[src/verilog/mipsIsaPkg.sv]
package mipsIsaPkg;

  //////////////////////////////
  // Field widths
  //////////////////////////////

  localparam int dataWidth    = 32;
  localparam int regAddrWidth = 5;
  localparam int opWidth      = 6;
  localparam int immWidth     = 16;
  localparam int jumpIdxWidth = 26;

  // Byte distance between two sequential instructions
  localparam logic [dataWidth-1:0] pcStep = 4;

  //////////////////////////////
  // Opcodes
  //////////////////////////////

  localparam logic [opWidth-1:0] opRType = 6'h00;
  localparam logic [opWidth-1:0] opJ     = 6'h02;
  localparam logic [opWidth-1:0] opBeq   = 6'h04;
  localparam logic [opWidth-1:0] opBne   = 6'h05;
  localparam logic [opWidth-1:0] opAddiu = 6'h09;
  localparam logic [opWidth-1:0] opAndi  = 6'h0c;
  localparam logic [opWidth-1:0] opOri   = 6'h0d;
  localparam logic [opWidth-1:0] opLui   = 6'h0f;

  // Funct field of R-type instructions
  localparam logic [opWidth-1:0] fnAddu = 6'h21;
  localparam logic [opWidth-1:0] fnSubu = 6'h23;
  localparam logic [opWidth-1:0] fnAnd  = 6'h24;
  localparam logic [opWidth-1:0] fnOr   = 6'h25;
  localparam logic [opWidth-1:0] fnSlt  = 6'h2a;

  // ALU operations
  typedef enum logic [2:0] {
    aluAdd,
    aluSub,
    aluAnd,
    aluOr,
    aluSlt,
    aluLui
  } aluOpT;

endpackage

[src/verilog/pipePkg.sv]
package pipePkg;

  //////////////////////////////
  // Stage register payloads
  //////////////////////////////

  // Fetch to decode
  typedef struct packed {
    logic                                valid;
    logic [mipsIsaPkg::dataWidth-1:0]    pc;
    logic [mipsIsaPkg::dataWidth-1:0]    instr;
  } ifIdT;

  // Decode to execute
  typedef struct packed {
    logic                                valid;
    logic [mipsIsaPkg::dataWidth-1:0]    pc;
    logic [mipsIsaPkg::dataWidth-1:0]    rsData;
    logic [mipsIsaPkg::dataWidth-1:0]    rtData;
    logic [mipsIsaPkg::dataWidth-1:0]    imm;
    mipsIsaPkg::aluOpT                   aluOp;
    logic                                useImm;
    logic                                regWrite;
    logic [mipsIsaPkg::regAddrWidth-1:0] destReg;
    logic                                isBeq;
    logic                                isBne;
    logic                                isJump;
    logic [mipsIsaPkg::jumpIdxWidth-1:0] jumpIndex;
  } idExT;

  // Execute to writeback
  typedef struct packed {
    logic                                valid;
    logic                                regWrite;
    logic [mipsIsaPkg::regAddrWidth-1:0] destReg;
    logic [mipsIsaPkg::dataWidth-1:0]    result;
  } exWbT;

  //////////////////////////////
  // Control flow
  //////////////////////////////

  // Taken branch or jump seen in execute
  typedef struct packed {
    logic                                valid;
    logic [mipsIsaPkg::dataWidth-1:0]    target;
  } redirectT;

endpackage

[src/verilog/pipeStageReg.sv]
`timescale 1ns/1ps

// Generic pipeline register
// A flush turns the next entry into a bubble
module pipeStageReg #(
  parameter type payloadT = logic [7:0]
) (
  input  logic    Clk,
  input  logic    rstN,
  input  logic    flush,
  input  payloadT d,
  output payloadT q
);

  // All-zero payload is a bubble for every stage type
  always_ff @(posedge Clk or negedge rstN) begin
    if (!rstN) begin
      q <= '0;
    end else if (flush) begin
      q <= '0;
    end else begin
      q <= d;
    end
  end

endmodule

[src/verilog/instrDecoder.sv]
`timescale 1ns/1ps

module instrDecoder (
  input  pipePkg::ifIdT                             ifId,
  output logic [mipsIsaPkg::regAddrWidth-1:0]       rsAddr,
  output logic [mipsIsaPkg::regAddrWidth-1:0]       rtAddr,
  input  logic [mipsIsaPkg::dataWidth-1:0]          rsData,
  input  logic [mipsIsaPkg::dataWidth-1:0]          rtData,
  output pipePkg::idExT                             idEx
);

  logic [mipsIsaPkg::opWidth-1:0]      opcode;
  logic [mipsIsaPkg::opWidth-1:0]      funct;
  logic [mipsIsaPkg::regAddrWidth-1:0] rdAddr;
  logic [mipsIsaPkg::immWidth-1:0]     imm16;
  logic [mipsIsaPkg::dataWidth-1:0]    immSext;
  logic [mipsIsaPkg::dataWidth-1:0]    immZext;

  //////////////////////////////
  // Instruction fields
  //////////////////////////////

  assign opcode = ifId.instr[31:26];
  assign rsAddr = ifId.instr[25:21];
  assign rtAddr = ifId.instr[20:16];
  assign rdAddr = ifId.instr[15:11];
  assign funct  = ifId.instr[5:0];
  assign imm16  = ifId.instr[15:0];

  assign immSext = {{(mipsIsaPkg::dataWidth-mipsIsaPkg::immWidth){imm16[15]}}, imm16};
  assign immZext = {{(mipsIsaPkg::dataWidth-mipsIsaPkg::immWidth){1'b0}}, imm16};

  //////////////////////////////
  // Control decode
  //////////////////////////////

  always_comb begin
    idEx           = '0;
    idEx.valid     = ifId.valid;
    idEx.pc        = ifId.pc;
    idEx.rsData    = rsData;
    idEx.rtData    = rtData;
    idEx.jumpIndex = ifId.instr[mipsIsaPkg::jumpIdxWidth-1:0];
    idEx.aluOp     = mipsIsaPkg::aluAdd;

    // Bubbles carry no write and no branch flags
    if (ifId.valid) begin
      case (opcode)
        mipsIsaPkg::opRType: begin
          idEx.destReg  = rdAddr;
          idEx.regWrite = 1'b1;
          case (funct)
            mipsIsaPkg::fnAddu: idEx.aluOp = mipsIsaPkg::aluAdd;
            mipsIsaPkg::fnSubu: idEx.aluOp = mipsIsaPkg::aluSub;
            mipsIsaPkg::fnAnd:  idEx.aluOp = mipsIsaPkg::aluAnd;
            mipsIsaPkg::fnOr:   idEx.aluOp = mipsIsaPkg::aluOr;
            mipsIsaPkg::fnSlt:  idEx.aluOp = mipsIsaPkg::aluSlt;
            default:            idEx.regWrite = 1'b0;
          endcase
        end
        mipsIsaPkg::opAddiu: begin
          idEx.imm      = immSext;
          idEx.useImm   = 1'b1;
          idEx.regWrite = 1'b1;
          idEx.destReg  = rtAddr;
        end
        mipsIsaPkg::opAndi: begin
          idEx.imm      = immZext;
          idEx.useImm   = 1'b1;
          idEx.regWrite = 1'b1;
          idEx.destReg  = rtAddr;
          idEx.aluOp    = mipsIsaPkg::aluAnd;
        end
        mipsIsaPkg::opOri: begin
          idEx.imm      = immZext;
          idEx.useImm   = 1'b1;
          idEx.regWrite = 1'b1;
          idEx.destReg  = rtAddr;
          idEx.aluOp    = mipsIsaPkg::aluOr;
        end
        mipsIsaPkg::opLui: begin
          idEx.imm      = immZext;
          idEx.useImm   = 1'b1;
          idEx.regWrite = 1'b1;
          idEx.destReg  = rtAddr;
          idEx.aluOp    = mipsIsaPkg::aluLui;
        end
        mipsIsaPkg::opBeq: begin
          idEx.imm   = immSext;
          idEx.isBeq = 1'b1;
        end
        mipsIsaPkg::opBne: begin
          idEx.imm   = immSext;
          idEx.isBne = 1'b1;
        end
        mipsIsaPkg::opJ:   idEx.isJump = 1'b1;
        // Unknown opcode runs through as a no-op
        default: ;
      endcase
    end
  end

endmodule

[src/verilog/regFile.sv]
`timescale 1ns/1ps

module regFile (
  input  logic                                Clk,
  input  logic                                rstN,
  input  logic [mipsIsaPkg::regAddrWidth-1:0] rsAddr,
  input  logic [mipsIsaPkg::regAddrWidth-1:0] rtAddr,
  output logic [mipsIsaPkg::dataWidth-1:0]    rsData,
  output logic [mipsIsaPkg::dataWidth-1:0]    rtData,
  input  logic                                wrEn,
  input  logic [mipsIsaPkg::regAddrWidth-1:0] wrAddr,
  input  logic [mipsIsaPkg::dataWidth-1:0]    wrData
);

  // r0 has no storage
  logic [mipsIsaPkg::dataWidth-1:0] regs [1:2**mipsIsaPkg::regAddrWidth-1];

  always_ff @(posedge Clk or negedge rstN) begin
    if (!rstN) begin
      for (int i = 1; i < 2**mipsIsaPkg::regAddrWidth; i++) begin
        regs[i] <= '0;
      end
    end else if (wrEn && wrAddr != '0) begin
      regs[wrAddr] <= wrData;
    end
  end

  // Read with write-through so decode sees this cycle's writeback
  function automatic logic [mipsIsaPkg::dataWidth-1:0] readPort(
    input logic [mipsIsaPkg::regAddrWidth-1:0] addr
  );
    if (addr == '0) begin
      return '0;
    end else if (wrEn && wrAddr == addr) begin
      return wrData;
    end else begin
      return regs[addr];
    end
  endfunction

  always_comb begin
    rsData = readPort(rsAddr);
    rtData = readPort(rtAddr);
  end

  // Execute drops the write enable for r0 destinations
  wrNeverZero: assert property (@(posedge Clk) disable iff (!rstN)
    wrEn |-> wrAddr != '0)
    else $error("regFile write to r0");

endmodule

[src/verilog/execUnit.sv]
`timescale 1ns/1ps

module execUnit (
  input  pipePkg::idExT     idEx,
  output pipePkg::exWbT     exWb,
  output pipePkg::redirectT redirect
);

  logic [mipsIsaPkg::dataWidth-1:0] opB;
  logic [mipsIsaPkg::dataWidth-1:0] aluResult;
  logic [mipsIsaPkg::dataWidth-1:0] pcPlus4;
  logic [mipsIsaPkg::dataWidth-1:0] branchTarget;
  logic [mipsIsaPkg::dataWidth-1:0] jumpTarget;
  logic                             operandsEqual;
  logic                             taken;

  //////////////////////////////
  // ALU
  //////////////////////////////

  assign opB = idEx.useImm ? idEx.imm : idEx.rtData;

  always_comb begin
    case (idEx.aluOp)
      mipsIsaPkg::aluAdd: aluResult = idEx.rsData + opB;
      mipsIsaPkg::aluSub: aluResult = idEx.rsData - opB;
      mipsIsaPkg::aluAnd: aluResult = idEx.rsData & opB;
      mipsIsaPkg::aluOr:  aluResult = idEx.rsData | opB;
      // Signed compare
      mipsIsaPkg::aluSlt: begin
        aluResult = {{(mipsIsaPkg::dataWidth-1){1'b0}},
                     $signed(idEx.rsData) < $signed(opB)};
      end
      mipsIsaPkg::aluLui: begin
        aluResult = {idEx.imm[mipsIsaPkg::immWidth-1:0], {mipsIsaPkg::immWidth{1'b0}}};
      end
      default: aluResult = '0;
    endcase
  end

  assign exWb.valid    = idEx.valid;
  assign exWb.regWrite = idEx.regWrite && (idEx.destReg != '0);
  assign exWb.destReg  = idEx.destReg;
  assign exWb.result   = aluResult;

  //////////////////////////////
  // Branch and jump
  //////////////////////////////

  assign operandsEqual = (idEx.rsData == idEx.rtData);
  assign pcPlus4       = idEx.pc + mipsIsaPkg::pcStep;
  assign branchTarget  = pcPlus4 + {idEx.imm[mipsIsaPkg::dataWidth-3:0], 2'b00};
  assign jumpTarget    = {pcPlus4[mipsIsaPkg::dataWidth-1:mipsIsaPkg::dataWidth-4],
                          idEx.jumpIndex, 2'b00};

  // Flags are only ever set on valid entries by decode and flush
  assign taken = (idEx.isBeq && operandsEqual) ||
                 (idEx.isBne && !operandsEqual) ||
                 idEx.isJump;

  assign redirect.valid  = taken;
  assign redirect.target = idEx.isJump ? jumpTarget : branchTarget;

  always_comb begin
    redirectOnlyValid: assert #0 (!redirect.valid || idEx.valid)
      else $error("redirect from a bubble in execute");
  end

endmodule

[src/verilog/pipeCore.sv]
`timescale 1ns/1ps

module pipeCore (
  input  logic                                Clk,
  input  logic                                rstN,
  input  logic                                instrValid,
  input  logic [mipsIsaPkg::dataWidth-1:0]    instr,
  input  logic [mipsIsaPkg::dataWidth-1:0]    pc,
  output logic                                wbValid,
  output logic [mipsIsaPkg::regAddrWidth-1:0] wbReg,
  output logic [mipsIsaPkg::dataWidth-1:0]    wbData,
  output logic                                redirectValid,
  output logic [mipsIsaPkg::dataWidth-1:0]    redirectTarget
);

  pipePkg::ifIdT     ifIdD;
  pipePkg::ifIdT     ifIdQ;
  pipePkg::idExT     idExD;
  pipePkg::idExT     idExQ;
  pipePkg::exWbT     exWbD;
  pipePkg::exWbT     exWbQ;
  pipePkg::redirectT redirect;

  logic [mipsIsaPkg::regAddrWidth-1:0] rsAddr;
  logic [mipsIsaPkg::regAddrWidth-1:0] rtAddr;
  logic [mipsIsaPkg::dataWidth-1:0]    rsData;
  logic [mipsIsaPkg::dataWidth-1:0]    rtData;

  assign ifIdD.valid = instrValid;
  assign ifIdD.pc    = pc;
  assign ifIdD.instr = instr;

  //////////////////////////////
  // Fetch / decode
  //////////////////////////////

  pipeStageReg #(.payloadT(pipePkg::ifIdT)) ifIdReg (
    .Clk(Clk), .rstN(rstN), .flush(redirect.valid), .d(ifIdD), .q(ifIdQ)
  );

  instrDecoder decoder (
    .ifId(ifIdQ), .rsAddr(rsAddr), .rtAddr(rtAddr),
    .rsData(rsData), .rtData(rtData), .idEx(idExD)
  );

  // Write port fed straight from EX/WB
  regFile regs (
    .Clk(Clk), .rstN(rstN), .rsAddr(rsAddr), .rtAddr(rtAddr),
    .rsData(rsData), .rtData(rtData),
    .wrEn(exWbQ.regWrite), .wrAddr(exWbQ.destReg), .wrData(exWbQ.result)
  );

  //////////////////////////////
  // Execute / writeback
  //////////////////////////////

  pipeStageReg #(.payloadT(pipePkg::idExT)) idExReg (
    .Clk(Clk), .rstN(rstN), .flush(redirect.valid), .d(idExD), .q(idExQ)
  );

  execUnit exec (
    .idEx(idExQ), .exWb(exWbD), .redirect(redirect)
  );

  // Branch itself still retires, with no write
  pipeStageReg #(.payloadT(pipePkg::exWbT)) exWbReg (
    .Clk(Clk), .rstN(rstN), .flush(1'b0), .d(exWbD), .q(exWbQ)
  );

  // regWrite already folds in valid and the r0 check
  assign wbValid        = exWbQ.regWrite;
  assign wbReg          = exWbQ.destReg;
  assign wbData         = exWbQ.result;
  assign redirectValid  = redirect.valid;
  assign redirectTarget = redirect.target;

endmodule

[config.mk]
export PLATFORM = sky130hd
export DESIGN_NAME = pipeCore
export DESIGN_NICKNAME = d
export VERILOG_FILES = /design/src/verilog/mipsIsaPkg.sv /design/src/verilog/pipePkg.sv /design/src/verilog/pipeStageReg.sv /design/src/verilog/instrDecoder.sv /design/src/verilog/regFile.sv /design/src/verilog/execUnit.sv /design/src/verilog/pipeCore.sv
export SDC_FILE = /design/constraint.sdc
export NUM_CORES = 2
export LEC_CHECK = 0
export BUFFER_PORTS_ARGS = -buffer_cell sky130_fd_sc_hd__buf_2
export CAP_MARGIN = 20
export CORE_UTILIZATION = 40
export CTS_BUF_LIST = sky130_fd_sc_hd__clkbuf_8 sky130_fd_sc_hd__clkbuf_16
export CTS_CLUSTER_SIZE = 14
export DETAILED_ROUTE_END_ITERATION = 12
export PLACE_DENSITY = 0.52
export SLEW_MARGIN = 20
export SYNTH_ARGS = -nofsm -noshare
export SYNTH_HDL_FRONTEND = slang
export SYNTH_HIERARCHICAL = 1
export SYNTH_SLANG_ARGS = --single-unit
[constraint.sdc]
create_clock -name Clk -period 6.86 [get_ports Clk]
set_input_delay 0.343 -clock Clk [delete_from_list [all_inputs] [get_ports Clk]]
set_output_delay 0.343 -clock Clk [all_outputs]
set_load 0.02 [all_outputs]
==> flow_summary.toml <==
[sta]
fmax_ghz = 0.178
hold_viol = 0
rsz0062_at_grt = "no"
setup_tns_ns = 0
fin_worst_skew_ns = 0.0317
relSlewSlack_pct = 18.9
setup_viol = 0
slew_viol_final = 0
tightestPinTransition_ns = 1.22
min_period_ns = 5.62
finalCritPeriodShare_pct = 81.9

[layout]
final_nets = 5748
areaGrowthSynthToFinish_pct = 10.3
n_fill_cell = 16300
drive_gt1_share_pct = 38.9
multi_input_area_mm2 = 0.0369
register_area_mm2 = 0.0316

[global_routing]
met1_usage_pct = 37.8
grt.met3_usage_pct = 4.41
track_usage_pct = 27.0
antenna_found_initial = 15
met2_usage_pct = 41.9
grt_pass1_vias = 49000
grt_max_degree = 207
busiest_layer = "met2"
grt_overflow_total = 0
grt_first_pass_wirelength_um = 357000

[placement]
gp_congestion = 0.936
hpwl_um = 152000
io_buffers = 137

[floorplanning]
rows = 155
io_pins = 138
core-area_mm2 = 0.179
die-area_mm2 = 0.182
dieHeight_um = 427
start_util_pct = 40.4
die_x_um = 427

[status]
status = "finished, final reports clean"

[synth]
syn_area_mm2 = 0.0722
yosys_warnings = 6
syn_area_per_cell_um2 = 12.7
synth_cells = 5666

[route]
drc = 0
wl_um = 245000
routed_via_density = 6.06
drt_first_iter_violations = 4373
wl_per_cell_um = 30.7
firstDrtPassIters = 8
antenna_left = 0
dr_total_vias = 48500

[critical_path]
worstPathMaxFanout = 6
worst_setup_path_start_kind = "register"
cp.arrival_ns = 5.27
cp_data_required_time_ns = 6.52
rr_worst_depth = 14
worstSetupPathType = "reg2out"
end_kind = "output port"

[clock_network]
cts_root_buffer = "clkbuf_16"
cts_num_sinks = 1262
cts_tree = "done"
hold_buffers = 66
cts_resized = 0
insertion_delay_ns = 0.81
postCtsSetupRepairBufs = 0
numCtsBuffers = 150
clock_path_buffers = 3
clkTransAtPathRegs_ns = 0.06
ctsHtreeMaxLevel = 4

[power]
switchingPower_mw = 4.65
p_sw_share_pct = 26.5
power_mw = 17.6
peakVddDrop_mv = 0.191
p_comb_share_pct = 9.9
p_leak_nw = 36.8
p_seq_share_pct = 43.8
powerDensity_mw_per_mm2 = 220
power.internal_mw = 12.9
p_clk_share_pct = 46.3

[run]
drv_cap = 0

[hold_path]
min_path_type = "in2async"
==> final timing paths <==
| check | from | end | slack, ns |
|---|---|---|---|
| max in group asynchronous | rstN | regs/regs[299] | 4.92 |
| worst min-delay path | rstN | regs/regs[510] | 0.14 |
| worst min register to register | ifIdReg/q[55] | idExReg/q[158] | 0.46 |
| worst max register to register | idExReg/q[35] | exWbReg/q[29] | 2.38 |
| worst max-delay path | idExReg/q[140] | redirectTarget[29] | 1.24 |
| min in group Clk | pc[28] | ifIdReg/q[60] | 0.30 |
==> metal layers <==
metal / up-vias / share of wire (%)
li1: 20500 / -
met4: 10 / 4.0
met1: 25700 / 44
met2: 1732 / 46
met3: 435 / 6.2
met5: - / 0.028
==> cells in the final DEF, fill, tap and decap left out, types with 20 or more instances in the layout <==
master / count
a31oi_1: 30
o22ai_1: 32
o21ai_0: 140
a22oi_1: 22
mux4_2: 415
a221o_1: 24
xnor2_1: 87
nand3_1: 33
clkbuf_8: 30
dlygate4sd3_1: 66
a21o_1: 37
buf_4: 126
nor2b_1: 281
a21oi_1: 127
xor2_1: 36
nand4_1: 28
nand2b_1: 20
buf_2: 136
nand2_1: 141
clkbuf_16: 156
nor2b_2: 39
mux2_2: 1107
a22oi_2: 22
nor2_1: 207
buf_12: 22
mux2i_1: 87
a221oi_1: 86
nor4_1: 37
a22o_1: 32
ha_1: 156
clkinv_2: 20
nor3_1: 82
a211oi_1: 27
inv_1: 148
and2_1: 20
dfrtp_1: 1244
==> cell type report <==
type / count / share of cell area [%]
inverters: 112 / 0.528
clock inverters: 85 / 0.907
diodes: 2 / 0.00628
well taps: 2355 / 3.70
multi-input cells: 3646 / 46.3
repair buffers: 350 / 3.42
clock buffers: 186 / 5.42
flip-flops and latches: 1262 / 39.7
==> state kept, by name, indices dropped and copies added, names as in the netlist <==
name and flops:
idExReg/q 167, exWbReg/q 38, ifIdReg/q 65, regs/regs 992
==> power groups by stage <==
stage          Sequential [mW]  Combinational, mW  Clock (mW)
2_1_floorplan             7.74               1.07           0
3_3_place_gp              7.82               1.70           0
3_5_place_dp              7.82               1.70           0
4_1_cts                   7.69               1.74        8.33
5_1_grt                   7.69               1.87        8.61
6_report                  7.69               1.74        8.14
==> critical path: stages (launching register included) <==
cell and delay, ns:
dfrtp_1 0.40, nand3_1 0.14, nor3_1 0.29, nand3_1 0.26
nor3_1 0.62, nand2_1 0.14, xnor2_1 0.26, ha_1 0.34
a21o_1 0.17, a21o_1 0.18, a21o_1 0.19, a21o_1 0.19
a21o_1 0.21, a221o_1 0.35, a21oi_1 0.17, xor2_1 0.08
o21ai_0 0.26, buf_2 0.23
==> metrics by stage <==
step	util (%)	area (um2)	worst slack, ns	std cells	hold slack [ns]
floorplan	-	72200	2.66	5668	0.0474
global placement	41.4	74000	2.10	7658	0.380
detailed placement	41.4	74000	2.08	7659	0.381
CTS	44.6	79700	1.17	7996	0.134
global route	44.6	79700	0.809	7996	0.200
finish	44.6	79700	1.24	7998	0.144
No activity file was read; power rests on OpenSTA's default activity.
